<file path="config.mk">
export PLATFORM = sky130hd
export DESIGN_NAME = mcu_top
export DESIGN_NICKNAME = d
export VERILOG_FILES = /design/src/source/isa_pkg.sv /design/src/source/uart_pkg.sv /design/src/source/core_bus_if.sv /design/src/source/uart_rx_loader.sv /design/src/source/uart_tx.sv /design/src/source/seq_ctrl.sv /design/src/source/pc_unit.sv /design/src/source/exec_unit.sv /design/src/source/mcu_top.sv
export SDC_FILE = /design/constraint.sdc
export NUM_CORES = 1
export LEC_CHECK = 0
export ABC_CLOCK_PERIOD_IN_PS = 4000
export BUFFER_PORTS_ARGS = -buffer_cell sky130_fd_sc_hd__buf_4
export CAP_MARGIN = 0
export CORE_ASPECT_RATIO = 2
export CORE_UTILIZATION = 45
export DETAILED_ROUTE_END_ITERATION = 10
export PLACE_DENSITY_LB_ADDON = 0.1
export SYNTH_ARGS = -nofsm -noshare
export SYNTH_HDL_FRONTEND = slang
export SYNTH_SLANG_ARGS = --single-unit
</file>
<file path="constraint.sdc">
create_clock -name i_clk -period 4 [get_ports i_clk]
set_input_delay 0.2 -clock i_clk [delete_from_list [all_inputs] [get_ports i_clk]]
set_output_delay 0.2 -clock i_clk [all_outputs]
set_load 0.02 [all_outputs]
</file>
<file path="src/source/isa_pkg.sv">
package isa_pkg;

   ////////////////////////////////////////
   // core widths

   localparam int CODE_AW   = 8;   // code address bits
   localparam int REG_COUNT = 8;   // r0 to r7

   typedef logic [CODE_AW-1:0] code_addr_t;
   typedef logic [7:0]         byte_t;

   ////////////////////////////////////////
   // opcodes, full byte

   localparam byte_t op_ljmp        = 8'h02;   // ljmp addr16
   localparam byte_t op_add_a_imm   = 8'h24;
   localparam byte_t op_jz          = 8'h60;
   localparam byte_t op_xrl_a_imm   = 8'h64;
   localparam byte_t op_jnz         = 8'h70;
   localparam byte_t op_mov_a_imm   = 8'h74;
   localparam byte_t op_sjmp        = 8'h80;
   localparam byte_t op_mov_dptr    = 8'h90;   // mov dptr,#imm16
   localparam byte_t op_subb_a_imm  = 8'h94;
   localparam byte_t op_clr_c       = 8'hC3;
   localparam byte_t op_movx_a_dptr = 8'hE0;
   localparam byte_t op_clr_a       = 8'hE4;
   localparam byte_t op_movx_dptr_a = 8'hF0;

   // register forms, low 3 bits pick rn
   localparam logic [4:0] op5_inc_r   = 5'h01;   // 08..0f
   localparam logic [4:0] op5_add_a_r = 5'h05;   // 28..2f
   localparam logic [4:0] op5_mov_a_r = 5'h1D;   // e8..ef
   localparam logic [4:0] op5_mov_r_a = 5'h1F;   // f8..ff

   ////////////////////////////////////////
   // sequencer phases

   typedef enum logic [1:0] {
      FETCH,
      OPER1,
      OPER2,
      EXECUTE
   } seq_state_t;

endpackage

</file>
<file path="src/source/uart_pkg.sv">
package uart_pkg;

   localparam int CLKS_PER_BIT = 16;    // clocks per serial bit
   localparam int FRAME_BITS   = 10;    // start, 8 data, stop
   localparam int LOAD_BYTES   = 256;   // program image size

   // movx addresses of the serial port
   localparam logic [15:0] TX_STATUS_ADDR = 16'h0200;   // bit 0 = busy
   localparam logic [15:0] TX_DATA_ADDR   = 16'h0201;

endpackage

</file>
<file path="src/source/core_bus_if.sv">
`timescale 1ns/1ps

interface core_bus_if;

   logic           fetch_en;   // sequencer in FETCH
   logic           oper_en;    // OPER1 or OPER2
   logic           exec_en;    // EXECUTE
   isa_pkg::byte_t opcode;
   isa_pkg::byte_t oper1;      // first operand byte
   isa_pkg::byte_t oper2;      // second operand byte

   modport ctrl (
      output fetch_en, oper_en, exec_en,
      output opcode, oper1, oper2
   );

   modport dp (
      input fetch_en, oper_en, exec_en,
      input opcode, oper1, oper2
   );

endinterface

</file>
<file path="src/source/uart_rx_loader.sv">
`timescale 1ns/1ps

module uart_rx_loader (
   input  logic                i_clk,
   input  logic                i_nrst,
   input  logic                i_uart_rx,
   input  isa_pkg::code_addr_t i_pc,
   output logic                o_code_wr,
   output isa_pkg::code_addr_t o_code_addr,
   output isa_pkg::byte_t      o_code_data,
   output logic                o_load_done
);

   typedef enum logic [1:0] {RX_IDLE, RX_START, RX_DATA, RX_STOP} rx_state_t;

   rx_state_t                                 rx_state;
   logic                                      rx_meta;
   logic                                      rx_sync;
   logic [$clog2(uart_pkg::CLKS_PER_BIT)-1:0] tick_cnt;
   logic [2:0]                                bit_idx;
   isa_pkg::byte_t                            shift_q;
   logic [$clog2(uart_pkg::LOAD_BYTES)-1:0]   load_cnt;   // same width as code address
   logic                                      wr_q;
   logic                                      done_q;
   logic                                      half_bit;
   logic                                      full_bit;
   logic                                      byte_end;

   assign half_bit = (tick_cnt == uart_pkg::CLKS_PER_BIT / 2 - 1);
   assign full_bit = (tick_cnt == uart_pkg::CLKS_PER_BIT - 1);
   assign byte_end = (rx_state == RX_STOP) & full_bit;   // mid stop bit

   // two-flop resync, line idles high
   always_ff @(posedge i_clk or negedge i_nrst) begin
      if (!i_nrst) begin
         rx_meta <= 1'b1;
         rx_sync <= 1'b1;
      end else begin
         rx_meta <= i_uart_rx;
         rx_sync <= rx_meta;
      end
   end

   ////////////////////////////////////////
   // frame receive

   always_ff @(posedge i_clk or negedge i_nrst) begin
      if (!i_nrst) begin
         rx_state <= RX_IDLE;
         tick_cnt <= '0;
         bit_idx  <= '0;
      end else begin
         tick_cnt <= tick_cnt + 1'b1;
         case (rx_state)
            RX_IDLE: begin
               tick_cnt <= '0;
               if (!rx_sync) rx_state <= RX_START;
            end
            RX_START: if (half_bit) begin
               tick_cnt <= '0;
               bit_idx  <= '0;
               rx_state <= rx_sync ? RX_IDLE : RX_DATA;   // glitch goes back to idle
            end
            RX_DATA: if (full_bit) begin
               tick_cnt <= '0;
               bit_idx  <= bit_idx + 1'b1;
               if (bit_idx == 3'd7) rx_state <= RX_STOP;
            end
            default: if (full_bit) rx_state <= RX_IDLE;
         endcase
      end
   end

   // lsb first
   always_ff @(posedge i_clk) begin
      if (rx_state == RX_DATA && full_bit) shift_q <= {rx_sync, shift_q[7:1]};
   end

   ////////////////////////////////////////
   // load counter and code port

   always_ff @(posedge i_clk or negedge i_nrst) begin
      if (!i_nrst) begin
         wr_q     <= 1'b0;
         done_q   <= 1'b0;
         load_cnt <= '0;
      end else begin
         wr_q <= byte_end & ~done_q;
         if (wr_q) begin
            load_cnt <= load_cnt + 1'b1;
            if (load_cnt == '1) done_q <= 1'b1;   // last byte, count wraps
         end
      end
   end

   assign o_code_wr   = wr_q;
   assign o_code_data = shift_q;
   assign o_code_addr = done_q ? i_pc : load_cnt;
   assign o_load_done = done_q;

endmodule

</file>
<file path="src/source/uart_tx.sv">
`timescale 1ns/1ps

module uart_tx (
   input  logic           i_clk,
   input  logic           i_nrst,
   input  logic           i_start,
   input  isa_pkg::byte_t i_data,
   output logic           o_tx,
   output logic           o_busy
);

   typedef enum logic [1:0] {TX_IDLE, TX_START, TX_SEND} tx_state_t;

   tx_state_t                                 tx_state;
   logic [$clog2(uart_pkg::CLKS_PER_BIT)-1:0] tick_cnt;
   logic [$clog2(uart_pkg::FRAME_BITS)-1:0]   bit_cnt;
   isa_pkg::byte_t                            shift_q;
   logic                                      bit_end;

   assign bit_end = (tick_cnt == uart_pkg::CLKS_PER_BIT - 1);

   always_ff @(posedge i_clk or negedge i_nrst) begin
      if (!i_nrst) begin
         tx_state <= TX_IDLE;
         tick_cnt <= '0;
         bit_cnt  <= '0;
      end else begin
         if (tx_state == TX_IDLE || bit_end) tick_cnt <= '0;
         else tick_cnt <= tick_cnt + 1'b1;
         case (tx_state)
            TX_IDLE: begin
               bit_cnt <= '0;
               if (i_start) tx_state <= TX_START;   // start while busy is never seen here
            end
            TX_START: if (bit_end) begin
               tx_state <= TX_SEND;
               bit_cnt  <= 'd1;
            end
            default: if (bit_end) begin
               bit_cnt <= bit_cnt + 1'b1;
               if (bit_cnt == uart_pkg::FRAME_BITS - 1) tx_state <= TX_IDLE;   // stop bit done
            end
         endcase
      end
   end

   // ones shift in behind the data, giving the stop bit
   always_ff @(posedge i_clk) begin
      if (tx_state == TX_IDLE && i_start) shift_q <= i_data;
      else if (tx_state == TX_SEND && bit_end) shift_q <= {1'b1, shift_q[7:1]};
   end

   assign o_tx   = (tx_state == TX_IDLE)  ? 1'b1 :
                   (tx_state == TX_START) ? 1'b0 :
                                            shift_q[0];
   assign o_busy = (tx_state != TX_IDLE);

endmodule

</file>
<file path="src/source/seq_ctrl.sv">
`timescale 1ns/1ps

module seq_ctrl (
   input  logic           i_clk,
   input  logic           i_nrst,
   input  logic           i_load_done,
   input  isa_pkg::byte_t i_code_data,
   core_bus_if.ctrl       bus
);

   isa_pkg::seq_state_t state;
   isa_pkg::seq_state_t state_nxt;
   logic [1:0]          oper_cnt_fetch;   // from the byte on the code bus
   logic [1:0]          oper_cnt_held;    // from the latched opcode

   // operand bytes that follow an opcode
   function automatic logic [1:0] oper_bytes(input isa_pkg::byte_t op);
      logic [1:0] n;
      case (op)
         isa_pkg::op_mov_a_imm, isa_pkg::op_add_a_imm, isa_pkg::op_subb_a_imm,
         isa_pkg::op_xrl_a_imm, isa_pkg::op_sjmp, isa_pkg::op_jz,
         isa_pkg::op_jnz:                         n = 2'd1;
         isa_pkg::op_mov_dptr, isa_pkg::op_ljmp: n = 2'd2;
         default:                                 n = 2'd0;
      endcase
      return n;
   endfunction

   assign oper_cnt_fetch = oper_bytes(i_code_data);
   assign oper_cnt_held  = oper_bytes(bus.opcode);

   always_comb begin
      state_nxt = state;
      case (state)
         isa_pkg::FETCH: if (i_load_done) begin
            state_nxt = (oper_cnt_fetch == 2'd0) ? isa_pkg::EXECUTE : isa_pkg::OPER1;
         end
         isa_pkg::OPER1: state_nxt = (oper_cnt_held == 2'd2) ? isa_pkg::OPER2 : isa_pkg::EXECUTE;
         isa_pkg::OPER2: state_nxt = isa_pkg::EXECUTE;
         default:        state_nxt = isa_pkg::FETCH;
      endcase
   end

   always_ff @(posedge i_clk or negedge i_nrst) begin
      if (!i_nrst) state <= isa_pkg::FETCH;
      else state <= state_nxt;
   end

   // instruction bytes, read at pc in each phase
   always_ff @(posedge i_clk) begin
      if (state == isa_pkg::FETCH && i_load_done) bus.opcode <= i_code_data;
      if (state == isa_pkg::OPER1) bus.oper1 <= i_code_data;
      if (state == isa_pkg::OPER2) bus.oper2 <= i_code_data;
   end

   assign bus.fetch_en = (state == isa_pkg::FETCH);
   assign bus.oper_en  = (state == isa_pkg::OPER1) | (state == isa_pkg::OPER2);
   assign bus.exec_en  = (state == isa_pkg::EXECUTE);

endmodule

</file>
<file path="src/source/pc_unit.sv">
`timescale 1ns/1ps

module pc_unit (
   input  logic                i_clk,
   input  logic                i_nrst,
   input  logic                i_load_done,
   input  logic                i_acc_zero,
   core_bus_if.dp              bus,
   output isa_pkg::code_addr_t o_pc
);

   logic                step;
   logic                take_rel;
   logic                take_abs;
   isa_pkg::code_addr_t rel_target;

   assign step = (bus.fetch_en & i_load_done) | bus.oper_en;

   // pc already points at the next instruction in EXECUTE
   assign rel_target = o_pc + isa_pkg::code_addr_t'(signed'(bus.oper1));

   assign take_rel = bus.exec_en & ((bus.opcode == isa_pkg::op_sjmp) |
                                    ((bus.opcode == isa_pkg::op_jz)  &  i_acc_zero) |
                                    ((bus.opcode == isa_pkg::op_jnz) & ~i_acc_zero));
   assign take_abs = bus.exec_en & (bus.opcode == isa_pkg::op_ljmp);

   always_ff @(posedge i_clk or negedge i_nrst) begin
      if (!i_nrst) begin
         o_pc <= '0;
      end else if (step) begin
         o_pc <= o_pc + 1'b1;
      end else if (take_rel) begin
         o_pc <= rel_target;
      end else if (take_abs) begin
         o_pc <= bus.oper2;   // low byte of addr16
      end
   end

endmodule

</file>
<file path="src/source/exec_unit.sv">
`timescale 1ns/1ps

module exec_unit (
   input  logic           i_clk,
   input  logic           i_nrst,
   input  logic           i_tx_busy,
   core_bus_if.dp         bus,
   output logic           o_acc_zero,
   output logic           o_tx_start,
   output isa_pkg::byte_t o_tx_data
);

   isa_pkg::byte_t                         acc;
   isa_pkg::byte_t                         regs [isa_pkg::REG_COUNT];
   logic                                   carry;
   logic [15:0]                            dptr;
   logic [4:0]                             op5;
   logic [$clog2(isa_pkg::REG_COUNT)-1:0]  r_idx;
   isa_pkg::byte_t                         r_sel;
   logic [8:0]                             sub_res;   // bit 8 is the borrow
   isa_pkg::byte_t                         movx_rd;

   assign op5     = bus.opcode[7:3];
   assign r_idx   = bus.opcode[$clog2(isa_pkg::REG_COUNT)-1:0];
   assign r_sel   = regs[r_idx];
   assign sub_res = {1'b0, acc} - {1'b0, bus.oper1} - {8'd0, carry};
   assign movx_rd = (dptr == uart_pkg::TX_STATUS_ADDR) ? {7'd0, i_tx_busy} : 8'd0;

   ////////////////////////////////////////
   // accumulator, carry, dptr

   always_ff @(posedge i_clk or negedge i_nrst) begin
      if (!i_nrst) begin
         acc   <= '0;
         carry <= 1'b0;
         dptr  <= '0;
      end else if (bus.exec_en) begin
         case (bus.opcode)
            isa_pkg::op_mov_a_imm:   acc <= bus.oper1;
            isa_pkg::op_add_a_imm:   acc <= acc + bus.oper1;   // carry kept
            isa_pkg::op_subb_a_imm: begin
               acc   <= sub_res[7:0];
               carry <= sub_res[8];
            end
            isa_pkg::op_xrl_a_imm:   acc <= acc ^ bus.oper1;
            isa_pkg::op_clr_a:       acc <= '0;
            isa_pkg::op_clr_c:       carry <= 1'b0;
            isa_pkg::op_mov_dptr:    dptr <= {bus.oper1, bus.oper2};
            isa_pkg::op_movx_a_dptr: acc <= movx_rd;
            default: begin
               if (op5 == isa_pkg::op5_mov_a_r) acc <= r_sel;
               else if (op5 == isa_pkg::op5_add_a_r) acc <= acc + r_sel;
            end
         endcase
      end
   end

   // r0..r7
   always_ff @(posedge i_clk or negedge i_nrst) begin
      if (!i_nrst) begin
         for (int i = 0; i < isa_pkg::REG_COUNT; i++) regs[i] <= '0;
      end else if (bus.exec_en) begin
         if (op5 == isa_pkg::op5_mov_r_a) regs[r_idx] <= acc;
         else if (op5 == isa_pkg::op5_inc_r) regs[r_idx] <= r_sel + 1'b1;
      end
   end

   ////////////////////////////////////////
   // outputs

   assign o_acc_zero = (acc == '0);
   assign o_tx_start = bus.exec_en & (bus.opcode == isa_pkg::op_movx_dptr_a) &
                       (dptr == uart_pkg::TX_DATA_ADDR);   // one cycle, EXECUTE only
   assign o_tx_data  = acc;

endmodule

</file>
<file path="src/source/mcu_top.sv">
`timescale 1ns/1ps

module mcu_top (
   input  logic                i_clk,
   input  logic                i_nrst,
   input  logic                i_uart_rx,
   output logic                o_uart_tx,
   output logic                o_code_wr,
   output isa_pkg::code_addr_t o_code_addr,
   output isa_pkg::byte_t      o_code_data,
   input  isa_pkg::byte_t      i_code_data
);

   logic                load_done;
   isa_pkg::code_addr_t pc;
   logic                acc_zero;
   logic                tx_start;
   isa_pkg::byte_t      tx_data;
   logic                tx_busy;

   core_bus_if bus ();

   ////////////////////////////////////////
   // program load and serial out

   uart_rx_loader u_loader (
      .i_clk       (i_clk),
      .i_nrst      (i_nrst),
      .i_uart_rx   (i_uart_rx),
      .i_pc        (pc),
      .o_code_wr   (o_code_wr),
      .o_code_addr (o_code_addr),
      .o_code_data (o_code_data),
      .o_load_done (load_done)
   );

   uart_tx u_tx (
      .i_clk  (i_clk),
      .i_nrst (i_nrst),
      .i_start(tx_start),
      .i_data (tx_data),
      .o_tx   (o_uart_tx),
      .o_busy (tx_busy)
   );

   ////////////////////////////////////////
   // core

   seq_ctrl u_seq (
      .i_clk       (i_clk),
      .i_nrst      (i_nrst),
      .i_load_done (load_done),
      .i_code_data (i_code_data),
      .bus         (bus)
   );

   pc_unit u_pc (
      .i_clk       (i_clk),
      .i_nrst      (i_nrst),
      .i_load_done (load_done),
      .i_acc_zero  (acc_zero),
      .bus         (bus),
      .o_pc        (pc)
   );

   exec_unit u_exec (
      .i_clk      (i_clk),
      .i_nrst     (i_nrst),
      .i_tx_busy  (tx_busy),
      .bus        (bus),
      .o_acc_zero (acc_zero),
      .o_tx_start (tx_start),
      .o_tx_data  (tx_data)
   );

endmodule

</file>
### Yosys cells after proc, flatten, opt, wreduce, memory -nomap -nowiden

Index checks and enable logic that the tools add are counted.
Widths: inputs -> output; s select.

* shift-type cells: 0
* add/sub/neg operators: 12
* magnitude comparators: 2
* reduce and logical (&&, ||, !) cells: 35
* multipliers: 0
* div/mod/pow operators: 0
* muxes and demuxes: 50
* equal/unequal tests: 50
* bitwise operators: 18

Operators with widths (number)
* $bwmux 64: 2
* $mux 64: 2
* $eq 8x8->1 const B: 11
* $mux 8: 11
* $eq 8x7->1 const B: 8
* $pmux 8 s7: 1
* $eq 16x10->1 const B: 2
* $add 8x1->8 const B: 3
* $add 8x8->8: 3
* $bmux 8 s3: 1
* $demux 8 s3: 1
* $mux 2: 12
* $mux 4: 5
* $eq 8x2->1 const B: 2
* $eq 8x6->1 const B: 2
* $reduce_or 7->1: 2
* $add 4x1->4 const B: 3
* $eq 2x2->1 const B: 6
* $eq 4x4->1 const B: 3
* $pmux 2 s2: 3
* $pmux 2 s3: 2
* $pmux 4 s3: 1
* $reduce_bool 2->1: 6
* $eq 5x5->1 const B: 2
* other kinds (33): 73

* memory bits (read-only): 0
* RAM bits: 0
* output and inout bits: 18
* word-level logic and storage cells: 196
* input bits: 11
* register bits after elaboration: 170
* memories: 0
* bits in latches: 0

### Depth between registers and ports, before layout

* word-level depth: 8
* mapped depth: 14
* mapped depth without buffers: 11

### Cells and area by module

From an unflattened synthesis, not the netlist that was laid out.

* cells, all modules: 954
* area total of the unflattened synthesis: 9785.6 µm²

By module, submodules not included
* exec_unit: sequential area each 2227.1 µm², instances 1, area an instance 5669.2 µm², cells each 605
* uart_rx_loader: sequential area each 768.2 µm², instances 1, area an instance 1307.5 µm², cells each 99
* seq_ctrl: sequential area each 770.7 µm², instances 1, area an instance 972.2 µm², cells each 56
* pc_unit: sequential area each 200.2 µm², instances 1, area an instance 967.2 µm², cells each 122
* uart_tx: sequential area each 490.5 µm², instances 1, area an instance 869.6 µm², cells each 72

### Worst setup path before layout

No wires, ideal clock.

* path type: reg2reg
* from: reg u_seq.bus.opcode[0]
* to: reg u_exec.acc[7], in the netlist u_exec.o_tx_data[7]
* cell stages (with the launch flop): 11
* setup time: 0.088 ns
* data required time: 3.912 ns
* clock period less this slack: 3.160 ns
* arrival time: 3.071 ns
* buffers on the path: 1
* setup slack: 0.840 ns
* cell sequence: edfxtp_1 > buf_6 > mux4_1 > mux2_2 > ha_1 > a211oi_1 > o211ai_1 > a2111oi_0 > o21a_1 > o21ai_0 > a41oi_1

* longest elaborated chain between the ends: 8
* elaborated cells between the ends (all ways): 20
* those cells by class: add/sub: 1; eq/ne: 8; mux: 6; bitwise: 2; reduce/logical: 3

RTL lines
* start, declared: line core_bus_if.sv:14 `output opcode, oper1, oper2`
* start signal, assigned: line seq_ctrl.sv:51 `if (state == isa_pkg::FETCH && i_load_done) bus.opcode <= i_code_data;`
* $not 3->4 (implied by the code): line exec_unit.sv:25 `assign r_sel = regs[r_idx];`
* $bmux 8 s3: line exec_unit.sv:25
* $mux 8 (implied by the code) (2 in series): line exec_unit.sv:25
* $add 8x8->8: line exec_unit.sv:52 `else if (op5 == isa_pkg::op5_add_a_r) acc <= acc + r_sel;`
* $mux 8: line exec_unit.sv:52
* $mux 8: line exec_unit.sv:51 `if (op5 == isa_pkg::op5_mov_a_r) acc <= r_sel;`
* $pmux 8 s7: line exec_unit.sv:38 `case (bus.opcode)`
* end signal, assigned: line exec_unit.sv:39 `isa_pkg::op_mov_a_imm: acc <= bus.oper1;`
* end signal, assigned: line exec_unit.sv:51
* end signal, assigned: line exec_unit.sv:52
* end, declared: line exec_unit.sv:13 `isa_pkg::byte_t acc;`

Parallel ways exist; a longest one is shown, timed or not. The select of a mux whose other input is x is not followed.
A chain may end at the register's enable or synchronous reset.

### Final worst setup path

Same ends and word-level chain as after synthesis.

==> key figures <==
Clock tree
  – CTS Buffer Depth: 2
  – Skew-Pair Late Insertion Delay: approximately 460 ps
  – Clk sinks: 170
  – Cts bufs inserted: 17
  – H-tree level count: 4
  – Clock-pin slew reported for the worst setup and hold paths after clock tree synthesis: roughly 70 ps
  – Setup repair bufs after CTS: 0
  – Library cell used as clock root buffer: sky130_fd_sc_hd__clkbuf_16
  – CTS tree: yes
  – Number of cells upsized or downsized after cts: 0

Detailed routing
  – Iteration count of the initial detailed-routing pass: 5
  – Via count: 7616
  – DR WL/cell: 20.5 um
  – Drt initial violations: between 300 and 400
  – Vias per cell: 5.84
  – Total wire length after detailed routing: approximately 27 mm
  – Post-detailed-route count of antenna-violating nets: 0
  – DRC violation count after routing: 0

Worst setup path
  – Kind of cell adding the most delay to the critical path: compound AO/OA/AOI/OAI gates
  – Slowest Stage Delay on Critical Path: 750 ps
  – End of the worst register-to-register path: u_exec.o_tx_data[7]$_DFFE_PN0P_
  – Slowest library cell on the worst path: sky130_fd_sc_hd__edfxtp_1
  – Element type at the critical path end: register
  – Critical Path Start: u_seq.bus.opcode[0]$_DFFE_PP_
  – Required time at the worst-slack endpoint: 4370 ps
  – CP Data Arrival Time: 4100 ps
  – Crit start category: register
  – WP depth: 9
  – Buffering stage count on the worst path with inverters included: 0
  – Ordered list of cells on the worst path: mux4_1 > mux2_2 > ha_1 > a211oi_1 > o211ai_1 > a2111oi_0 > o21a_1 > o21ai_0 > a41oi_1
  – Worst reg2reg startpoint: u_seq.bus.opcode[0]$_DFFE_PP_
  – Category of the most critical setup path: register to register
  – Worst Setup EP: u_exec.o_tx_data[7]$_DFFE_PN0P_
  – Register-to-register path setup slack: 270 ps
  – R2R cell count: 9
  – Critical path fanouts, max: 11

Die
  – Height of the die: 212 um
  – Effective utilization at floorplan: 0.461
  – FP Rows: 76
  – X dimension of the die: roughly 110 um
  – Die Area: 22700 um2
  – IO Count: 29
  – Area of the core region: 21600 um2

Timing
  – Final count of negative-setup-slack endpoints: 0
  – Count of final max-slew check failures: 0
  – Peak Freq: 268 MHz
  – Minimum clock period: 3730 ps
  – Setup repair after global routing missed its margin: no
  – Max-Slew Margin vs Limit: 0.366
  – Share of the clock period used by the worst path: 0.931
  – Setup Total Neg Slack: 0 ps
  – Worst hold slack: 358 ps
  – Post-Route Skew: around 8.8 ps
  – Final number of hold-violating endpoints: 0
  – Transition time of the tightest slew-check pin: between 900 and 1000 ps

Final layout
  – Count of nets after finishing: 1086
  – Area Growth Syn to Fin: 12.1%
  – Filler cell count: 2012
  – Ratio of cells with drive above 1 in the final layout: 0.135
  – Diodes inserted: 0

Synth
  – Post-synthesis cell type with the largest combined area: sky130_fd_sc_hd__dfrtp_1
  – Number of flops mapped to enable cells by yosys: 40
  – Count of warnings emitted by yosys: 0
  – Most instantiated library cell after synthesis: sky130_fd_sc_hd__dfrtp_1
  – Netlist Area Pre-Place: a little under 10000 um2
  – Seq cells post-synth: 170
  – Synth async-reset ratio: 0.765
  – Area contributors post-synth: sky130_fd_sc_hd__dfrtp_1 (32%), sky130_fd_sc_hd__edfxtp_1 (12%), sky130_fd_sc_hd__ha_1 (6.5%), sky130_fd_sc_hd__nand2_1 (4.2%), sky130_fd_sc_hd__mux2_2 (4.1%)
  – Fraction of synthesized cell area taken by the top area cell type: 0.322
  – Most frequent cells after synthesis: sky130_fd_sc_hd__dfrtp_1 (128), sky130_fd_sc_hd__nand2_1 (112), sky130_fd_sc_hd__o21ai_0 (70)
  – Post-Synthesis Mean Instance Area: roughly 10 um2
  – Share of the yosys chip area belonging to registers: 0.448
  – Library cells used by synthesis: 88
  – Most used flip-flop cell after synthesis: sky130_fd_sc_hd__dfrtp_1
  – Number of nets in the synthesized netlist: 1043
  – Synth Instances: 975

Power
  – Worst-case vdd ir drop: 0.227 mV
  – Pwr per Cell Area: around 330 nW/um2
  – Share of total power in combinational logic: 0.062
  – Static Leak: 0.00484 uW
  – Sequential share of power: 0.490
  – Power Total: 3740 uW
  – Share of total power in the clock network: 0.447
  – Net switching share of the total power: 0.242
  – Net switching power figure: 904 uW
  – Internal power summed over all cells: 2830 uW

Global route
  – First-pass GRT wire length: 42.4 mm
  – Number of antenna violations at the first check in global routing: 0
  – GRT Residual Overflow: 0
  – Total Routing Usage GR: 0.252
  – Maximum number of pins on one net before global-route repair: 78
  – Number of global-route vias before repair: 7678

Place
  – Count of input and output buffers: 28
  – Gp weighted congestion: 0.862
  – Detailed Place HPWL: 20.4 mm

Hold path
  – Startpoint of the lowest-slack hold path: u_loader.rx_meta$_DFF_PN1_
  – Min-delay worst type: register to register

Run
  – Total of max-cap violations: 0

Outcome
  – Run status: complete, no violations
## layout by cell type, fill, tap and decap left out, types with 7 or more instances in the layout
cell type / count
sky130_fd_sc_hd__dfrtp_1: 128
sky130_fd_sc_hd__nor3_1: 15
sky130_fd_sc_hd__nand2_1: 112
sky130_fd_sc_hd__clkbuf_16: 17
sky130_fd_sc_hd__mux4_1: 7
sky130_fd_sc_hd__xnor2_1: 18
sky130_fd_sc_hd__inv_1: 52
sky130_fd_sc_hd__mux2i_1: 19
sky130_fd_sc_hd__nand3_1: 19
sky130_fd_sc_hd__ha_1: 52
sky130_fd_sc_hd__and2_1: 10
sky130_fd_sc_hd__nor2b_1: 11
sky130_fd_sc_hd__buf_4: 49
sky130_fd_sc_hd__nand2b_1: 13
sky130_fd_sc_hd__a21o_1: 8
sky130_fd_sc_hd__o211ai_1: 9
sky130_fd_sc_hd__o31ai_1: 18
sky130_fd_sc_hd__or3_1: 9
sky130_fd_sc_hd__a21oi_1: 39
sky130_fd_sc_hd__a31oi_1: 17
sky130_fd_sc_hd__o21ai_1: 14
sky130_fd_sc_hd__xor2_1: 12
sky130_fd_sc_hd__nor2_1: 62
sky130_fd_sc_hd__edfxtp_1: 40
sky130_fd_sc_hd__o21ai_0: 70
sky130_fd_sc_hd__mux2_2: 36
sky130_fd_sc_hd__dlygate4sd3_1: 10
sky130_fd_sc_hd__nand4_1: 12
## routing by layer
metal  track usage  routed length [um]  vias to the layer above  share of wire
met3        0.0353                 667                       70          0.025
li1              -                   -                     3671              -
met5             0                   0                        -              0
met4         0.144                1230                        0          0.046
met1         0.266               10100                     3723           0.38
met2         0.470               14800                      152           0.55
## metrics by stage
| step | area, um2 | std cells | setup slack (ps) | utilization |
|---|---|---|---|---|
| 6_report | 11200 | 1304 | 275 | 0.517 |
| 4_1_cts | 11200 | 1304 | 241 | 0.517 |
| 2_1_floorplan | 9950 | 975 | 840 | - |
| 3_3_place_gp | 10500 | 1262 | 310 | 0.485 |
| 5_1_grt | 11200 | 1304 | 11.1 | 0.517 |
| 3_5_place_dp | 10500 | 1262 | 246 | 0.485 |
## cell families (layout without fill, tap and decap cells)
family	Yosys count	after routing	share of synthesized area
AND/OR/NAND/NOR	311	311	0.157
AO/OA/AOI/OAI	248	248	0.164
flip-flops	170	170	0.448
buffers and inverters	91	147	0.0404
multiplexers	66	66	0.0863
adder cells (fa/ha/maj)	58	58	0.0765
XOR/XNOR	31	31	0.0280
## power by group through the flow
stage | Combinational (uW) | Clock (uW) | Sequential, uW
after floorplan | 149 | 0 | 1860
after global placement | 226 | 0 | 1860
after detailed placement | 228 | 0 | 1860
after CTS | 239 | 1700 | 1830
after global routing | 266 | 1770 | 1840
final | 233 | 1670 | 1830
## area by class of cell
class | instances | area, um2 | area share
inverters | 55 | 206 | 0.0185
repair buffers | 60 | 479 | 0.0430
multi-input cells | 714 | 5090 | 0.456
clock inverters | 14 | 144 | 0.0129
clock buffers | 18 | 439 | 0.0394
well taps | 273 | 342 | 0.0306
flip-flops and latches | 170 | 4460 | 0.399
## flip-flops by register name, indices dropped and copies added (netlist names), 8 cells and up
signal	count
u_exec.o_tx_data	8
u_exec.dptr	16
u_seq.bus.oper2	8
u_loader.load_cnt	8
u_exec.regs	64
u_seq.bus.oper1	8
u_pc.o_pc	8
u_tx.shift_q	8
u_loader.o_code_data	8
u_seq.bus.opcode	8
## worst min path at each step
stage                                 endpoint  slack, ps  depth (start not counted)
floorplan             u_exec.carry$_DFFE_PN0P_       -100                          0
global placement      u_exec.carry$_DFFE_PN0P_        300                          1
detailed placement    u_exec.carry$_DFFE_PN0P_        300                          1
CTS                 u_loader.rx_sync$_DFF_PN1_        360                          0
global route        u_loader.rx_sync$_DFF_PN1_        360                          0
finish              u_loader.rx_sync$_DFF_PN1_        360                          0
## repair_timing
action	in CTS	in global routing
endpoints found under the hold margin	100	0
hold buffers	10	0
setup endpoints to repair	0	0
Power figures use the tool's default switching activity.
